$ cat config.mk
export PLATFORM = sky130hd
export DESIGN_NAME = axi_read_xbar
export DESIGN_NICKNAME = d
export VERILOG_FILES = /design/src/hw/axi_pkg.sv /design/src/hw/xbar_pkg.sv /design/src/hw/axi_ar_if.sv /design/src/hw/axi_r_if.sv /design/src/hw/ar_arbiter.sv /design/src/hw/r_router.sv /design/src/hw/decerr_slave.sv /design/src/hw/axi_read_xbar.sv
export SDC_FILE = /design/constraint.sdc
export NUM_CORES = 1
export LEC_CHECK = 0
export BUFFER_PORTS_ARGS = -buffer_cell sky130_fd_sc_hd__buf_2
export CORE_AREA = 2 2 144 146
export DETAILED_ROUTE_END_ITERATION = 8
export DIE_AREA = 0 0 146 148
export MAX_ROUTING_LAYER = met4
export PLACE_DENSITY_LB_ADDON = 0.05
export SETUP_SLACK_MARGIN = 0.1
export SYNTH_ARGS = -nofsm -noshare
export SYNTH_HDL_FRONTEND = slang
export SYNTH_SLANG_ARGS = --single-unit
$ cat constraint.sdc
create_clock -name ACLK -period 2.3 [get_ports ACLK]
set_input_delay 0.23 -clock ACLK [delete_from_list [all_inputs] [get_ports ACLK]]
set_output_delay 0.23 -clock ACLK [all_outputs]
set_load 0.005 [all_outputs]
$ cat src/hw/axi_pkg.sv
package axi_pkg;

	// Master-side transaction ID.
	typedef logic [3:0] axi_id_t;

	// Slave-side ID, master number above the master ID.
	typedef logic [7:0] axi_ids_t;

	typedef logic [31:0] axi_addr_t;
	typedef logic [31:0] axi_data_t;

	// Burst length minus one.
	typedef logic [3:0] axi_len_t;

	typedef logic [2:0] axi_size_t;
	typedef logic [1:0] axi_burst_t;
	typedef logic [1:0] axi_resp_t;

	localparam axi_resp_t RESP_OKAY   = 2'b00;
	localparam axi_resp_t RESP_DECERR = 2'b11; // No slave at this address.

endpackage

$ cat src/hw/xbar_pkg.sv
package xbar_pkg;

	typedef enum logic {
		MST0 = 1'b0,
		MST1 = 1'b1
	} master_e;

	typedef enum logic [1:0] {
		SLV0    = 2'd0,
		SLV1    = 2'd1,
		SLV_DEF = 2'd2 // Decode-error slave.
	} slave_e;

	// Address states hold an AR request, data states wait for the last R beat.
	typedef enum logic [1:0] {
		M0_ADDR = 2'd0,
		M1_ADDR = 2'd1,
		M0_DATA = 2'd2,
		M1_DATA = 2'd3
	} rd_state_e;

	// Upper sixteen address bits.
	typedef logic [15:0] region_t;

	localparam region_t REGION_S0 = 16'h0000;
	localparam region_t REGION_S1 = 16'h0001;

endpackage

$ cat src/hw/axi_ar_if.sv
`timescale 1ns/1ps

interface axi_ar_if
	import axi_pkg::*;
();

	axi_ids_t   id;    // Master ID zero-extended on the master side.
	axi_addr_t  addr;
	axi_len_t   len;
	axi_size_t  size;
	axi_burst_t burst;
	logic       valid;
	logic       ready;

	modport master (
		output id,
		output addr,
		output len,
		output size,
		output burst,
		output valid,
		input  ready
	);

	modport slave (
		input  id,
		input  addr,
		input  len,
		input  size,
		input  burst,
		input  valid,
		output ready
	);

endinterface

$ cat src/hw/axi_r_if.sv
`timescale 1ns/1ps

interface axi_r_if
	import axi_pkg::*;
();

	axi_ids_t  id;
	axi_data_t data;
	axi_resp_t resp;
	logic      last;
	logic      valid;
	logic      ready;

	// Master modport is the side that returns the data.
	modport master (
		output id,
		output data,
		output resp,
		output last,
		output valid,
		input  ready
	);

	modport slave (
		input  id,
		input  data,
		input  resp,
		input  last,
		input  valid,
		output ready
	);

endinterface

$ cat src/hw/ar_arbiter.sv
`timescale 1ns/1ps

module ar_arbiter
	import axi_pkg::*, xbar_pkg::*;
#(
	parameter region_t S0_REGION = REGION_S0,
	parameter region_t S1_REGION = REGION_S1
) (
	input  logic     ACLK,
	input  logic     ARESETn,
	axi_ar_if.slave  ar_m0,
	axi_ar_if.slave  ar_m1,
	axi_ar_if.master ar_s0,
	axi_ar_if.master ar_s1,
	axi_ar_if.master ar_def,
	input  logic     burst_done,
	output master_e  owner,
	output slave_e   target,
	output logic     data_phase
);

	rd_state_e  state;
	rd_state_e  next_state;
	master_e    sel;
	logic       req_valid;
	axi_ids_t   req_mid;
	axi_ids_t   req_id;
	axi_addr_t  req_addr;
	axi_len_t   req_len;
	axi_size_t  req_size;
	axi_burst_t req_burst;
	slave_e     dec;
	logic       slv_ready;
	logic       handshake;

	// Pick the master whose request is presented this cycle.
	always_comb begin
		sel       = owner;
		req_valid = 1'b0;
		case (state)
			M0_ADDR: begin
				if (ar_m0.valid) begin
					sel       = MST0; // Master 0 wins in idle.
					req_valid = 1'b1;
				end else if (ar_m1.valid) begin
					sel       = MST1;
					req_valid = 1'b1;
				end
			end
			M1_ADDR: begin
				sel       = MST1; // Locked until the handshake.
				req_valid = ar_m1.valid;
			end
			default: begin
				sel       = owner;
				req_valid = 1'b0;
			end
		endcase
	end

	always_comb begin
		if (sel == MST0) begin
			req_mid   = ar_m0.id;
			req_addr  = ar_m0.addr;
			req_len   = ar_m0.len;
			req_size  = ar_m0.size;
			req_burst = ar_m0.burst;
		end else begin
			req_mid   = ar_m1.id;
			req_addr  = ar_m1.addr;
			req_len   = ar_m1.len;
			req_size  = ar_m1.size;
			req_burst = ar_m1.burst;
		end
	end

	assign req_id = {axi_id_t'(sel), axi_id_t'(req_mid)}; // Master number on top.

	always_comb begin
		if (req_addr[31:16] == S0_REGION)
			dec = SLV0;
		else if (req_addr[31:16] == S1_REGION)
			dec = SLV1;
		else
			dec = SLV_DEF;
	end

	always_comb begin
		case (dec)
			SLV0:    slv_ready = ar_s0.ready;
			SLV1:    slv_ready = ar_s1.ready;
			default: slv_ready = ar_def.ready;
		endcase
	end

	assign handshake = req_valid && slv_ready;

	// Payload goes to every slave, only the decoded one sees valid.
	assign ar_s0.id     = req_id;
	assign ar_s0.addr   = req_addr;
	assign ar_s0.len    = req_len;
	assign ar_s0.size   = req_size;
	assign ar_s0.burst  = req_burst;
	assign ar_s0.valid  = req_valid && (dec == SLV0);
	assign ar_s1.id     = req_id;
	assign ar_s1.addr   = req_addr;
	assign ar_s1.len    = req_len;
	assign ar_s1.size   = req_size;
	assign ar_s1.burst  = req_burst;
	assign ar_s1.valid  = req_valid && (dec == SLV1);
	assign ar_def.id    = req_id;
	assign ar_def.addr  = req_addr;
	assign ar_def.len   = req_len;
	assign ar_def.size  = req_size;
	assign ar_def.burst = req_burst;
	assign ar_def.valid = req_valid && (dec == SLV_DEF);

	assign ar_m0.ready = req_valid && (sel == MST0) && slv_ready;
	assign ar_m1.ready = req_valid && (sel == MST1) && slv_ready;

	always_comb begin
		next_state = state;
		case (state)
			M0_ADDR: begin
				if (handshake)
					next_state = (sel == MST0) ? M0_DATA : M1_DATA;
				else if (req_valid && sel == MST1)
					next_state = M1_ADDR; // Hold master 1 until accepted.
			end
			M1_ADDR: begin
				if (handshake)
					next_state = M1_DATA;
			end
			M0_DATA: begin
				if (burst_done)
					next_state = (!ar_m0.valid && ar_m1.valid) ? M1_ADDR : M0_ADDR;
			end
			M1_DATA: begin
				if (burst_done)
					next_state = M0_ADDR;
			end
			default: next_state = M0_ADDR;
		endcase
	end

	always_ff @(posedge ACLK or negedge ARESETn) begin
		if (!ARESETn) begin
			state  <= M0_ADDR;
			owner  <= MST0;
			target <= SLV0;
		end else begin
			state <= next_state;
			if (handshake) begin
				owner  <= sel;
				target <= dec;
			end
		end
	end

	assign data_phase = (state == M0_DATA) || (state == M1_DATA);

endmodule

$ cat src/hw/r_router.sv
`timescale 1ns/1ps

module r_router
	import axi_pkg::*, xbar_pkg::*;
(
	axi_r_if.slave  r_s0,
	axi_r_if.slave  r_s1,
	axi_r_if.slave  r_def,
	axi_r_if.master r_m0,
	axi_r_if.master r_m1,
	input  master_e owner,
	input  slave_e  target,
	input  logic    data_phase,
	output logic    burst_done
);

	axi_ids_t  sel_id;
	axi_data_t sel_data;
	axi_resp_t sel_resp;
	logic      sel_last;
	logic      sel_valid;
	logic      own_ready;
	logic      fwd_valid;

	always_comb begin
		case (target)
			SLV0: begin
				sel_id    = r_s0.id;
				sel_data  = r_s0.data;
				sel_resp  = r_s0.resp;
				sel_last  = r_s0.last;
				sel_valid = r_s0.valid;
			end
			SLV1: begin
				sel_id    = r_s1.id;
				sel_data  = r_s1.data;
				sel_resp  = r_s1.resp;
				sel_last  = r_s1.last;
				sel_valid = r_s1.valid;
			end
			default: begin
				sel_id    = r_def.id;
				sel_data  = r_def.data;
				sel_resp  = r_def.resp;
				sel_last  = r_def.last;
				sel_valid = r_def.valid;
			end
		endcase
	end

	assign own_ready = (owner == MST0) ? r_m0.ready : r_m1.ready;
	assign fwd_valid = data_phase && sel_valid;

	// Drop the master number, keep the master's own ID.
	assign r_m0.id    = axi_ids_t'(axi_id_t'(sel_id));
	assign r_m0.data  = sel_data;
	assign r_m0.resp  = sel_resp;
	assign r_m0.last  = sel_last;
	assign r_m0.valid = fwd_valid && (owner == MST0);
	assign r_m1.id    = axi_ids_t'(axi_id_t'(sel_id));
	assign r_m1.data  = sel_data;
	assign r_m1.resp  = sel_resp;
	assign r_m1.last  = sel_last;
	assign r_m1.valid = fwd_valid && (owner == MST1);

	assign r_s0.ready  = data_phase && (target == SLV0) && own_ready;
	assign r_s1.ready  = data_phase && (target == SLV1) && own_ready;
	assign r_def.ready = data_phase && (target == SLV_DEF) && own_ready;

	assign burst_done = fwd_valid && own_ready && sel_last; // Last beat accepted.

endmodule

$ cat src/hw/decerr_slave.sv
`timescale 1ns/1ps

module decerr_slave
	import axi_pkg::*;
(
	input  logic    ACLK,
	input  logic    ARESETn,
	axi_ar_if.slave ar,
	axi_r_if.master r
);

	logic     busy;
	axi_len_t beats_left;
	axi_ids_t id_q;
	logic     ar_hs;
	logic     r_hs;

	assign ar.ready = ar.valid && !busy; // One request at a time.
	assign ar_hs    = ar.valid && ar.ready;
	assign r_hs     = r.valid && r.ready;

	always_ff @(posedge ACLK or negedge ARESETn) begin
		if (!ARESETn) begin
			busy       <= 1'b0;
			beats_left <= '0;
		end else if (ar_hs) begin
			busy       <= 1'b1;
			beats_left <= ar.len;
		end else if (r_hs) begin
			if (beats_left == '0)
				busy <= 1'b0;
			else
				beats_left <= beats_left - 1'b1;
		end
	end

	always_ff @(posedge ACLK) begin
		if (ar_hs)
			id_q <= ar.id;
	end

	assign r.id    = id_q;
	assign r.data  = '0;
	assign r.resp  = RESP_DECERR;
	assign r.last  = (beats_left == '0);
	assign r.valid = busy; // Held until the master takes it.

endmodule

$ cat src/hw/axi_read_xbar.sv
`timescale 1ns/1ps

module axi_read_xbar
	import axi_pkg::*, xbar_pkg::*;
#(
	parameter region_t S0_REGION = REGION_S0,
	parameter region_t S1_REGION = REGION_S1
) (
	input  logic       ACLK,
	input  logic       ARESETn,
	input  axi_id_t    ARID_M0,
	input  axi_addr_t  ARADDR_M0,
	input  axi_len_t   ARLEN_M0,
	input  axi_size_t  ARSIZE_M0,
	input  axi_burst_t ARBURST_M0,
	input  logic       ARVALID_M0,
	output logic       ARREADY_M0,
	output axi_id_t    RID_M0,
	output axi_data_t  RDATA_M0,
	output axi_resp_t  RRESP_M0,
	output logic       RLAST_M0,
	output logic       RVALID_M0,
	input  logic       RREADY_M0,
	input  axi_id_t    ARID_M1,
	input  axi_addr_t  ARADDR_M1,
	input  axi_len_t   ARLEN_M1,
	input  axi_size_t  ARSIZE_M1,
	input  axi_burst_t ARBURST_M1,
	input  logic       ARVALID_M1,
	output logic       ARREADY_M1,
	output axi_id_t    RID_M1,
	output axi_data_t  RDATA_M1,
	output axi_resp_t  RRESP_M1,
	output logic       RLAST_M1,
	output logic       RVALID_M1,
	input  logic       RREADY_M1,
	output axi_ids_t   ARID_S0,
	output axi_addr_t  ARADDR_S0,
	output axi_len_t   ARLEN_S0,
	output axi_size_t  ARSIZE_S0,
	output axi_burst_t ARBURST_S0,
	output logic       ARVALID_S0,
	input  logic       ARREADY_S0,
	input  axi_ids_t   RID_S0,
	input  axi_data_t  RDATA_S0,
	input  axi_resp_t  RRESP_S0,
	input  logic       RLAST_S0,
	input  logic       RVALID_S0,
	output logic       RREADY_S0,
	output axi_ids_t   ARID_S1,
	output axi_addr_t  ARADDR_S1,
	output axi_len_t   ARLEN_S1,
	output axi_size_t  ARSIZE_S1,
	output axi_burst_t ARBURST_S1,
	output logic       ARVALID_S1,
	input  logic       ARREADY_S1,
	input  axi_ids_t   RID_S1,
	input  axi_data_t  RDATA_S1,
	input  axi_resp_t  RRESP_S1,
	input  logic       RLAST_S1,
	input  logic       RVALID_S1,
	output logic       RREADY_S1
);

	axi_ar_if ar_m0 ();
	axi_ar_if ar_m1 ();
	axi_ar_if ar_s0 ();
	axi_ar_if ar_s1 ();
	axi_ar_if ar_def ();
	axi_r_if  r_s0 ();
	axi_r_if  r_s1 ();
	axi_r_if  r_def ();
	axi_r_if  r_m0 ();
	axi_r_if  r_m1 ();

	master_e owner;
	slave_e  target;
	logic    data_phase;
	logic    burst_done;

	// Master AR ports, IDs zero-extended.
	assign ar_m0.id    = axi_ids_t'(ARID_M0);
	assign ar_m0.addr  = ARADDR_M0;
	assign ar_m0.len   = ARLEN_M0;
	assign ar_m0.size  = ARSIZE_M0;
	assign ar_m0.burst = ARBURST_M0;
	assign ar_m0.valid = ARVALID_M0;
	assign ARREADY_M0  = ar_m0.ready;
	assign ar_m1.id    = axi_ids_t'(ARID_M1);
	assign ar_m1.addr  = ARADDR_M1;
	assign ar_m1.len   = ARLEN_M1;
	assign ar_m1.size  = ARSIZE_M1;
	assign ar_m1.burst = ARBURST_M1;
	assign ar_m1.valid = ARVALID_M1;
	assign ARREADY_M1  = ar_m1.ready;

	assign ARID_S0     = ar_s0.id;
	assign ARADDR_S0   = ar_s0.addr;
	assign ARLEN_S0    = ar_s0.len;
	assign ARSIZE_S0   = ar_s0.size;
	assign ARBURST_S0  = ar_s0.burst;
	assign ARVALID_S0  = ar_s0.valid;
	assign ar_s0.ready = ARREADY_S0;
	assign ARID_S1     = ar_s1.id;
	assign ARADDR_S1   = ar_s1.addr;
	assign ARLEN_S1    = ar_s1.len;
	assign ARSIZE_S1   = ar_s1.size;
	assign ARBURST_S1  = ar_s1.burst;
	assign ARVALID_S1  = ar_s1.valid;
	assign ar_s1.ready = ARREADY_S1;

	assign r_s0.id    = RID_S0;
	assign r_s0.data  = RDATA_S0;
	assign r_s0.resp  = RRESP_S0;
	assign r_s0.last  = RLAST_S0;
	assign r_s0.valid = RVALID_S0;
	assign RREADY_S0  = r_s0.ready;
	assign r_s1.id    = RID_S1;
	assign r_s1.data  = RDATA_S1;
	assign r_s1.resp  = RRESP_S1;
	assign r_s1.last  = RLAST_S1;
	assign r_s1.valid = RVALID_S1;
	assign RREADY_S1  = r_s1.ready;

	assign RID_M0     = axi_id_t'(r_m0.id);
	assign RDATA_M0   = r_m0.data;
	assign RRESP_M0   = r_m0.resp;
	assign RLAST_M0   = r_m0.last;
	assign RVALID_M0  = r_m0.valid;
	assign r_m0.ready = RREADY_M0;
	assign RID_M1     = axi_id_t'(r_m1.id);
	assign RDATA_M1   = r_m1.data;
	assign RRESP_M1   = r_m1.resp;
	assign RLAST_M1   = r_m1.last;
	assign RVALID_M1  = r_m1.valid;
	assign r_m1.ready = RREADY_M1;

	ar_arbiter #(
		.S0_REGION (S0_REGION),
		.S1_REGION (S1_REGION)
	) u_ar_arbiter (
		.ACLK       (ACLK),
		.ARESETn    (ARESETn),
		.ar_m0      (ar_m0),
		.ar_m1      (ar_m1),
		.ar_s0      (ar_s0),
		.ar_s1      (ar_s1),
		.ar_def     (ar_def),
		.burst_done (burst_done),
		.owner      (owner),
		.target     (target),
		.data_phase (data_phase)
	);

	r_router u_r_router (
		.r_s0       (r_s0),
		.r_s1       (r_s1),
		.r_def      (r_def),
		.r_m0       (r_m0),
		.r_m1       (r_m1),
		.owner      (owner),
		.target     (target),
		.data_phase (data_phase),
		.burst_done (burst_done)
	);

	decerr_slave u_decerr_slave (
		.ACLK    (ACLK),
		.ARESETn (ARESETn),
		.ar      (ar_def),
		.r       (r_def)
	);

endmodule

# ---- Word-level counts from Yosys, hierarchy flattened
# Index checks and enable logic that the tools add are counted.
dict set report classes {
  add_sub_neg 1
  mul 0
  div_mod_pow 0
  order_cmp 0
  eq_ne 13
  shifts 0
  mux 34
  n_bitwise 2
  n_reduce_logical 36
}
# op n
set ops {}
lappend ops {{32-bit one-hot mux with 2 select lines} 1}
lappend ops {{32-bit 2-to-1 mux} 1}
lappend ops {{1-bit logical AND} 23}
lappend ops {{4-bit 2-to-1 mux} 5}
lappend ops {{16-bit by 1-bit equality test with 1-bit output, second input constant} 1}
lappend ops {{16-bit logical NOT} 1}
lappend ops {{2-bit 2-to-1 mux} 8}
lappend ops {{1-bit 2-to-1 mux} 10}
lappend ops {{1-bit one-hot mux with 2 select lines} 5}
lappend ops {{2-bit equality test, second input constant} 4}
lappend ops {{2-bit one-hot mux with 4 select lines} 1}
lappend ops {{4-bit one-hot mux with 2 select lines} 1}
lappend ops {{2-bit by 1-bit equality test with 1-bit output, second input constant} 3}
lappend ops {{2-bit logical NOT} 3}
lappend ops {{4-bit logical NOT} 1}
lappend ops {{2-bit by 1-bit inequality test with 1-bit output, second input constant} 2}
lappend ops {{2-bit inequality test, second input constant} 2}
lappend ops {{2-bit one-hot mux with 2 select lines} 1}
lappend ops {{2-bit AND reduction} 2}
lappend ops {{4-bit AND reduction} 1}
lappend ops {{2-bit nonzero test} 2}
lappend ops {{4-bit by 1-bit subtractor with 4-bit output, second input constant} 1}
lappend ops {{3-bit 2-to-1 mux} 1}
lappend ops {{3-bit by 1-bit inequality test with 1-bit output, second input constant} 1}
lappend ops {{other kinds (3)} 5}
dict set report totals {
  ff_bits 14
  latch_bits 0
  mem_bits_rw 0
  mem_bits_ro 0
  input_bits 186
  wordCells 92
  mem_count 0
}

# ---- Longest topological paths before layout
# Gate-level depths: netlist of run 1.
dict set report depth {
  word_depth 14
  mapped_depth 9
  mapped_depth_nobuf 7
}

# ---- Modules after synthesis
# Synthesis of run 1 repeated with hierarchy kept, for this count alone.
dict set report hier_totals {
  hier_cells 479
  area_unflattened_um2 3846.2
}
# module n_inst cells_each area_each_um2 seq_area_each_um2
set modules_own_cells {}
lappend modules_own_cells {ar_arbiter 1 209 1759.2 125.1}
lappend modules_own_cells {r_router 1 193 1295.0 0.0}
lappend modules_own_cells {decerr_slave 1 76 788.3 365.4}
lappend modules_own_cells {axi_read_xbar 1 1 3.8 0.0}

# ---- Worst setup path before layout of run 1
# Ideal clock, no wire load.
dict set report synth_path {
  path_kind {register -> output}
  startpoint {register u_ar_arbiter.state[1]}
  endpoint {output port ARADDR_S1[20]}
  arrival_ns 1.822
  t_required_ns 2.070
  slack_ns 0.248
  path_stages_with_launch 8
  n_path_buf 4
  cell_sequence {dfrtp_1 > buf_6 > or3b_4 > o21ai_4 > buf_12 > buf_2 > mux2_2 > buf_4}
}
dict set report synth_between {
  elab_chain_cells 3
  word_cells_on_any_way 4
}
# item line_no
set synth_rtl {}
lappend synth_rtl {{start, declared} ar_arbiter.sv:22} ;# rd_state_e state;
lappend synth_rtl {{start signal, assigned} ar_arbiter.sv:152} ;# state <= next_state;
lappend synth_rtl {{2-bit by 1-bit equality test with 1-bit output / 2-bit logical NOT (equally long branches)} ar_arbiter.sv:40} ;# case (state)
lappend synth_rtl {{1-bit one-hot mux with 2 select lines *} ar_arbiter.sv:40}
lappend synth_rtl {{32-bit 2-to-1 mux *} ar_arbiter.sv:62} ;# if (sel == MST0) begin
lappend synth_rtl {{end, declared} axi_read_xbar.sv:51} ;# output axi_addr_t ARADDR_S1,
# Every way passes the cells marked *; elsewhere a longest branch is shown, timed or not.

# ---- Final worst setup path of run 1
dict set report layout_path {
  startpoint {register u_ar_arbiter.state[0]}
  endpoint {output port ARADDR_S0[31]}
}
dict set report layout_between {
  elab_chain_cells 3
  word_cells_on_any_way 4
}
# item line_no
set layout_rtl {}
lappend layout_rtl {{2-bit by 1-bit equality test with 1-bit output / 2-bit logical NOT (equally long branches)} ar_arbiter.sv:40}
lappend layout_rtl {{1-bit one-hot mux with 2 select lines *} ar_arbiter.sv:40}
lappend layout_rtl {{32-bit 2-to-1 mux *} ar_arbiter.sv:62}
lappend layout_rtl {{end, declared} axi_read_xbar.sv:38} ;# output axi_addr_t ARADDR_S0,
# Marks and branches as above.

==> results by group, run 1 <==
Power
  – Worst VDD drop: 0.4219 mV
  – P_leak: 2.980 nW
  – PwrDens: 1046 nW/um^2
  – Tot Pwr: 0.005096 W

Global routing
  – Met1 usage: 0.1136
  – Total GRT Usage: 0.1095
  – Largest net degree at the start of global routing: 30
  – Met2 Use GR: 0.2229
  – Global-route wire length before repair: between 15,000 and 20,000 um
  – GR peak layer: met2
  – Congestion Overflow GR: 0
  – M3 GR Usage: 0.01204
  – Vias in the first global route: 3,512
  – Initial antenna violation count: 1

Run
  – Max_cap viols: 0

Clocking
  – CTS max path bufs: 2
  – Worst-skew pair later-pin latency: 250 ps
  – Root Buffer: clkbuf_16
  – CTS Buf Count: 3
  – CTS H-tree lvls: 1
  – CTS clk-pin slew, worst paths: ~60 ps
  – Clk sinks: 14
  – CTS tree: done

Drt
  – Drt first-iter violations: 69
  – DRC violations left: 0
  – Post-Route WL: 12,840 um
  – Drt pass-1 iters: 4
  – Via count: between 3k and 4k
  – Routed len/inst: approximately 13 um
  – Drt via density: 3.824
  – DRT antenna net count: 0

Yosys
  – Yosys reg bits: 14
  – Synth Area in Simple Gates: 0.2582
  – Yosys cell types: 50
  – Post-Synth Adder-Cell Area: 0.004399
  – Largest family of logic cells by synthesized area: buffers and inverters
  – Mean Syn Cell Area: a little over 7 um^2
  – Multiplexer share of the synthesized area: 0.2310
  – Mapped Cells: 393
  – EDFF count, synth: 4
  – Asr flop ratio synth: 0.7143
  – Ys flop type: dfrtp_1
  – Synth Cell Area: around 2800 um^2
  – YS warnings: 0
  – Compound-Gate Fraction of Synth Area: 0.07919
  – Register area share after synthesis: 0.1302
  – Xor/xnor share of the synthesized area: 0.009239

STA
  – Slew Limit Fails: 0
  – Post-Route Skew: between 8 and 9 ps
  – Setup-failing EPs final: 0
  – Period utilization: 0.9859
  – Worst setup margin: 32.36 ps
  – Post-route minimum period: 2268 ps
  – Max Freq: 441.0 MHz
  – Final Hold Fails: 0
  – RSZ-0062 raised after global routing: yes
  – Worst hold slack: a little under 300 ps
  – Fin Setup TNS: 0 ps

Worst setup path
  – Critical path's most frequent cell: buf_12
  – Crit path launch: u_ar_arbiter.state[0]
  – Worst path arrival time: 2040 ps
  – Critical-path top delay cell: dfrtp_2
  – R2r endpoint: u_decerr_slave.beats_left[3]
  – Top delay family on crit path: buffers and inverters
  – Reg-to-reg startpoint: u_ar_arbiter.state[0]
  – Worst reg2reg path depth: 7
  – Crit. End Element: output pin
  – Worst reg2reg setup slack: 180 ps
  – Worst path cell trace: or3b_4, o21ai_4, buf_12, buf_12, buf_8, mux2_4, buf_6
  – Setup Crit Path Kind: flip-flop to output pin
  – Critical Path Max Stage Delay: ~430 ps
  – Crit. path cell count: 7
  – CP bufs+invs: 4
  – WP data required: 2070 ps
  – CP Max Fanout: 6
  – Startpoint types: flip-flop
  – Worst setup path endpoint: ARADDR_S0[31]

Layout
  – Final core occ: 0.2431
  – Fraction of layout cells with a size suffix above 1: 0.6549
  – Multi-input gate area: 1802 um^2
  – Layout Nets: ~870
  – Filler Cells Inserted: 2,321
  – Area Growth Syn to Fin: 71.32%
  – Leading cell types in the layout, fill and taps excluded: buf_2, nand2_1, nor2_1
  – Sequential cell area: 372.9 um^2
  – Most common cell after layout, fill and taps aside: buf_2

Place
  – RePlAce Congestion: between 0.8 and 0.9
  – Pre-CTS WS: approximately 160 ps
  – # port buffers: 355
  – DP HPWL: approximately 11,000 um

Floorplanning
  – FP Rows: 52
  – Top Ports: between 300 and 400
  – CORE AREA: 20,040 um^2
  – DIE AREA: 21,610 um^2
  – Die width: about 150 um
  – Initial core utilization: 0.1419
  – Die Y-Extent: 148 um

Run status
  – Status: finished, final reports clean

Hold path
  – Min-Delay Path Class: primary input to flip-flop
==> cell usage after synthesis, types with 4 or more instances <==
master    count  area [um^2]
buf_4        92        690.7
nand2_1      84        315.3
nor2_1       40        150.1
mux2i_1      38        380.4
mux2_2       20        225.2
dfrtp_1      10        250.2
buf_2         8        40.04
nand3_1       8        40.04
o21ai_0       7        35.03
clkbuf_1      6        22.52
nor4_1        6        37.54
inv_1         5        18.77
nand2b_1      5        31.28
o211ai_1      5        37.54
a21oi_1       4        20.02
edfxtp_1      4        120.1
nor3_1        4        20.02
nor3b_1       4        30.03
==> where the power goes <==
group          switching (W)  internal, W  leakage (nW)
combinational        0.00201      0.00221          2.79
clock               0.000118     0.000265        0.0442
sequential          0.000127     0.000366         0.148
==> what timing repair did <==
action,in CTS,in global routing
hold endpoints to repair,10,0
pin swaps,2,6
setup buffers,10,9
hold buffers,1,0
cloned,2,1
endpoints found under the setup margin,71,91
resized for setup,37,27
==> area by class of cell <==
class	count	area share
inverter	6	0.006163
multi-input combinational	268	0.3698
clock buffer	4	0.01823
tap	270	0.06934
timing repair buffer	389	0.4594
antenna	1	0.0005136
sequential	14	0.07653
==> how the worst min path moves through the flow <==
| stage | startpoint | endpoint | slack [ps] | cells after the start |
|---|---|---|---|---|
| 2_1_floorplan | ARESETn | u_ar_arbiter.owner | -70 | 0 |
| 3_3_place_gp | ARESETn | u_ar_arbiter.state[0] | 130 | 1 |
| 3_5_place_dp | ARESETn | u_ar_arbiter.state[0] | 130 | 1 |
| 4_1_cts | ARVALID_M1 | u_ar_arbiter.state[0] | 290 | 3 |
| 5_1_grt | ARID_M0[1] | u_decerr_slave.r.id[1] | 310 | 3 |
| 6_report | ARID_M0[1] | u_decerr_slave.r.id[1] | 290 | 3 |
==> worst register-to-register path, delay by kind of cell (launching register included) <==
family | cells | cell delay, ps
multiplexers | 2 | 620
buffers and inverters | 3 | 460
flip-flops | 1 | 430
AND/OR/NAND/NOR | 1 | 400
AO/OA/AOI/OAI | 1 | 80
==> sequential cells by signal, summed over array words and instances (netlist names) <==
| signal | flops |
|---|---|
| u_decerr_slave.r.valid | 1 |
| u_ar_arbiter.state | 2 |
| u_decerr_slave.beats_left | 4 |
| u_ar_arbiter.target | 2 |
| u_decerr_slave.r.id | 4 |
| u_ar_arbiter.owner | 1 |
==> cell families (layout without fill, tap and decap cells) <==
logic type	Yosys count	count (layout)
AOI/OAI and AO/OA	30	30
xor gates and xnor gates	3	3
adders and majority gates	1	1
buffers and inverters	116	399
DFF	14	14
muxes	62	62
other	1	7
and+or+nand+nor	166	166
==> routing by layer <==
layer,part of all wire,vias up
li1,-,1793
met1,0.36,1625
met2,0.56,220
met3,0.078,2
met4,0.0048,0
met5,0,-
==> stage by stage <==
stage | cell area (um^2) | cells
4_1_cts | 4698 | 943
6_report | 4872 | 952
3_3_place_gp | 4297 | 926
5_1_grt | 4872 | 952
3_5_place_dp | 4297 | 926
2_1_floorplan | 2863 | 398
(Power assumes the default switching activity.)
==> inputs of run 2 (changes only) <==
--- a/config.mk
+++ b/config.mk
@@ -6,12 +6,13 @@
 export NUM_CORES = 1
 export LEC_CHECK = 0
 export BUFFER_PORTS_ARGS = -buffer_cell sky130_fd_sc_hd__buf_2
-export CORE_AREA = 2 2 144 146
+export CORE_AREA = 2 2 142 144
 export DETAILED_ROUTE_END_ITERATION = 8
-export DIE_AREA = 0 0 146 148
+export DIE_AREA = 0 0 144 146
 export MAX_ROUTING_LAYER = met4
 export PLACE_DENSITY_LB_ADDON = 0.05
 export SETUP_SLACK_MARGIN = 0.1
 export SYNTH_ARGS = -nofsm -noshare
 export SYNTH_HDL_FRONTEND = slang
 export SYNTH_SLANG_ARGS = --single-unit
+export TNS_END_PERCENT = 1
==> constraint.sdc (replaced) <==
create_clock -name ACLK -period 2 [get_ports ACLK]
set_input_delay 0.2 -clock ACLK [delete_from_list [all_inputs] [get_ports ACLK]]
set_output_delay 0.2 -clock ACLK [all_outputs]
set_load 0.005 [all_outputs]
==> run 2 against run 1 <==
Compared with the run above:
- the run now ends with negative setup slack left
- core utilization grew 0.064 points
- cell count shrank 1.4%
- count of clock-buffer cells in the layout unchanged
- hold slack got worse by 24 ps
- register-to-register slack worse by 210 ps
- sequential power grew 8.5%
- die area fell by 2.7%
==> results by group, run 2 (synthesized netlist as in run 1, its figures left out) <==
Run status
  – Status: finished, violations left (was finished, final reports clean)
  – Failing checks: negative setup slack

Worst setup path
  – Worst path cell trace: or3b_4, o21ai_4, buf_12, mux2i_4, buf_6, nand3_4, and3_4, buf_6 (was or3b_4, o21ai_4, buf_12, buf_12, buf_8, mux2_4, buf_6)
  – Critical path's most frequent cell: buf_6 (was buf_12)
  – CP Max Fanout: 4 (was 6)
  – Worst reg2reg path depth: 8 (was 7)
  – Startpoint types: flip-flop (unchanged)
  – WP data required: 1800 ps (was 2070 ps)
  – Critical Path Max Stage Delay: 400 ps (was 430 ps)
  – Setup Crit Path Kind: flip-flop to output pin (unchanged)
  – Critical-path top delay cell: dfrtp_1 (was dfrtp_2)
  – CP bufs+invs: 3 (was 4)
  – R2r endpoint: u_decerr_slave.beats_left[3] (unchanged)
  – Top delay family on crit path: simple AND/OR/NAND/NOR gates (was buffers and inverters)
  – Reg-to-reg startpoint: u_ar_arbiter.state[0] (unchanged)
  – Worst path arrival time: 1980 ps (was 2040 ps)
  – Worst reg2reg setup slack: -30 ps (was 180 ps)
  – Crit. End Element: output pin (unchanged)

Place
  – DP HPWL: 10,770 um (was 10,550 um)
  – RePlAce Congestion: 0.7599 (was 0.8204)
  – Placed inst area: 4313 um^2 (was 4297 um^2)
  – # port buffers: 355 (unchanged)
  – Placed cell count: 924 (was 926)

Floorplanning
  – Die width: 144 um (was 146 um)
  – CORE AREA: 19,330 um^2 (was 20,040 um^2)
  – Initial core utilization: 0.1471 (was 0.1419)
  – FP Rows: 51 (was 52)
  – Die Y-Extent: 146 um (was 148 um)
  – Top Ports: 370 (unchanged)
  – DIE AREA: 21,020 um^2 (was 21,610 um^2)

Layout
  – Leading cell types in the layout, fill and taps excluded: buf_2, nand2_1, nor2_1 (unchanged)
  – Fraction of layout cells with a size suffix above 1: 0.6454 (was 0.6549)
  – Finished Layout Cells: 939 (was 952)
  – Most common cell after layout, fill and taps aside: buf_2 (unchanged)
  – Area Growth Syn to Fin: 65.73% (was 71.32%)
  – Ant diodes: 0 (was 1)
  – Finished Cell Area: 4713 um^2 (was 4872 um^2)
  – Layout Nets: 862 (was 869)

Drt
  – Routed len/inst: 13.58 um (was 13.49 um)
  – Via count: 3,597 (was 3,640)
  – DRC violations left: 0 (unchanged)
  – DRT antenna net count: 0 (unchanged)
  – Post-Route WL: 12,750 um (was 12,840 um)
  – Drt pass-1 iters: 4 (unchanged)
  – Drt via density: 3.831 (was 3.824)
  – Drt first-iter violations: 62 (was 69)

STA
  – Period utilization: 1.088
  – Post-Route Skew: 1.557 ps (was 8.488 ps)
  – Setup-failing EPs final: 97 (was 0)
  – Final Hold Fails: 0 (unchanged)
  – Fin Setup TNS: -8449 ps (was 0 ps)
  – Max Freq: between 400 and 500 MHz
  – Worst hold slack: 265.3 ps (was 289.7 ps)
  – Post-route minimum period: 2176 ps
  – Worst setup margin: -176.4 ps (was 32.36 ps)
  – Slew Limit Fails: 0 (unchanged)
  – RSZ-0062 raised after global routing: yes (unchanged)

Power
  – Switching power share of the total: 0.4504 (was 0.4426)
  – Sequential power share: 0.097 (about the same)
  – Int Power: 0.003019 W (was 0.002840 W)
  – Worst VDD drop: 0.6536 mV (was 0.4219 mV)
  – PwrDens: 1165 nW/um^2 (was 1046 nW/um^2)
  – P_leak: 2.883 nW (was 2.980 nW)
  – Switch Pwr: 0.002474 W (was 0.002256 W)
  – Gate power share: 0.831 (was 0.828)
  – Clock network fraction of total power: 0.071 (was 0.075)

Global routing
  – Global-route wire length before repair: 17,790 um (was 18,290 um)
  – Initial antenna violation count: 0 (was 1)
  – Congestion Overflow GR: 0 (unchanged)
  – Vias in the first global route: 3,405 (was 3,512)
  – Total GRT Usage: 0.1106 (was 0.1095)
  – Largest net degree at the start of global routing: 29 (was 30)

Clocking
  – CTS Buf Count: 3 (unchanged)
  – CTS clk-pin slew, worst paths: 50 ps (was 60 ps)
  – CTS H-tree lvls: 1 (unchanged)
  – Worst-skew pair later-pin latency: 240 ps (was 250 ps)
  – Root Buffer: clkbuf_16 (unchanged)
  – CTS max path bufs: 2 (unchanged)
  – Clk sinks: 14 (unchanged)
  – CTS tree: done (unchanged)

Hold path
  – Min-Delay Path Class: primary input to flip-flop (unchanged)
  – Hold EP: u_decerr_slave.r.id[3] (was u_decerr_slave.r.id[1])
  – Hold path depth: 3 (unchanged)
  – Hold_sp: ARID_M0[3] (was ARID_M0[1])

Run
  – Max_cap viols: 0 (unchanged)
run 2: changes by cell type in the layout (fill, tap and decap cells not counted), moves of 2 or more:
cell / previous run / this run
nand2_1: 70 / 76
buf_6: 19 / 11
buf_4: 22 / 15
nand2_4: 2 / 0
mux2_4: 13 / 8
buf_2: 340 / 349
buf_12: 4 / 2
mux2_2: 8 / 13
nand2_2: 13 / 9
run 2: layout make-up:
type / count / area [um^2]
Fill cell: 2229 / 14620
Clock buffer: 4 / 78.83
Sequential cell: 14 / 371.6
Multi-Input combinational cell: 268 / 1783
Tap cell: 265 / 331.6
Timing Repair Buffer: 382 / 2118
Inverter: 6 / 30.03
run 2: repair_timing:
item / 4_1_cts / 5_1_grt
resized for setup: 19 / 28
pin swaps: 5 / 22
gates cloned: 1 / 0
endpoints found under the hold margin: 10 / 0
setup buffers: 8 / 1
hold buffers: 1 / 0
endpoints found under the setup margin: 112 / 113
run 2: worst max-delay path by stage:
| stage | start | to | slack (ps) | cells past startpoint |
|---|---|---|---|---|
| final | u_ar_arbiter.state[0] | ARREADY_M0 | -180 | 8 |
| after floorplan | u_ar_arbiter.state[1] | u_decerr_slave.beats_left[3] | 60 | 6 |
| after detailed placement | u_ar_arbiter.state[0] | ARID_S0[2] | -120 | 7 |
| after global routing | u_ar_arbiter.state[1] | ARREADY_M0 | -260 | 8 |
| after global placement | u_ar_arbiter.state[0] | ARID_S0[2] | -70 | 7 |
| after CTS | u_ar_arbiter.state[0] | ARID_S0[2] | -220 | 8 |
run 2: power groups by stage:
stage               combinational, W  sequential (W)  clock [W]
finish                       0.00456        0.000535   0.000392
global route                 0.00503        0.000559   0.000424
CTS                          0.00447        0.000540   0.000410
detailed placement           0.00404        0.000536          0
floorplan                    0.00305        0.000494          0
global placement             0.00407        0.000533          0
run 2: routing by layer:
layer,track usage,wire [um],vias to the layer above
li1,-,-,1781
met3,0.01053,1101,8
met1,0.1005,4262,1588
met2,0.2369,7265,220
met4,0.02451,123,0
met5,-,0,-
run 2: worst register-to-register path: cells and delay by family (launching register included):
kind	cells	cell delay, ps
and+or+nand+nor	2	610
muxes	2	410
buffers and inverters	3	410
DFF	1	400
AOI/OAI and AO/OA	1	80
run 2: metrics by stage:
step | worst slack (ps) | total power [W] | util
after detailed placement | -118.0 | 0.004574 | 0.2231
after global placement | -72.68 | 0.004603 | 0.2231
after floorplan | 63.35 | 0.003545 | -
final | -176.4 | 0.005493 | 0.2438
after global routing | -256.3 | 0.006011 | 0.2438
after CTS | -221.9 | 0.005415 | 0.2376
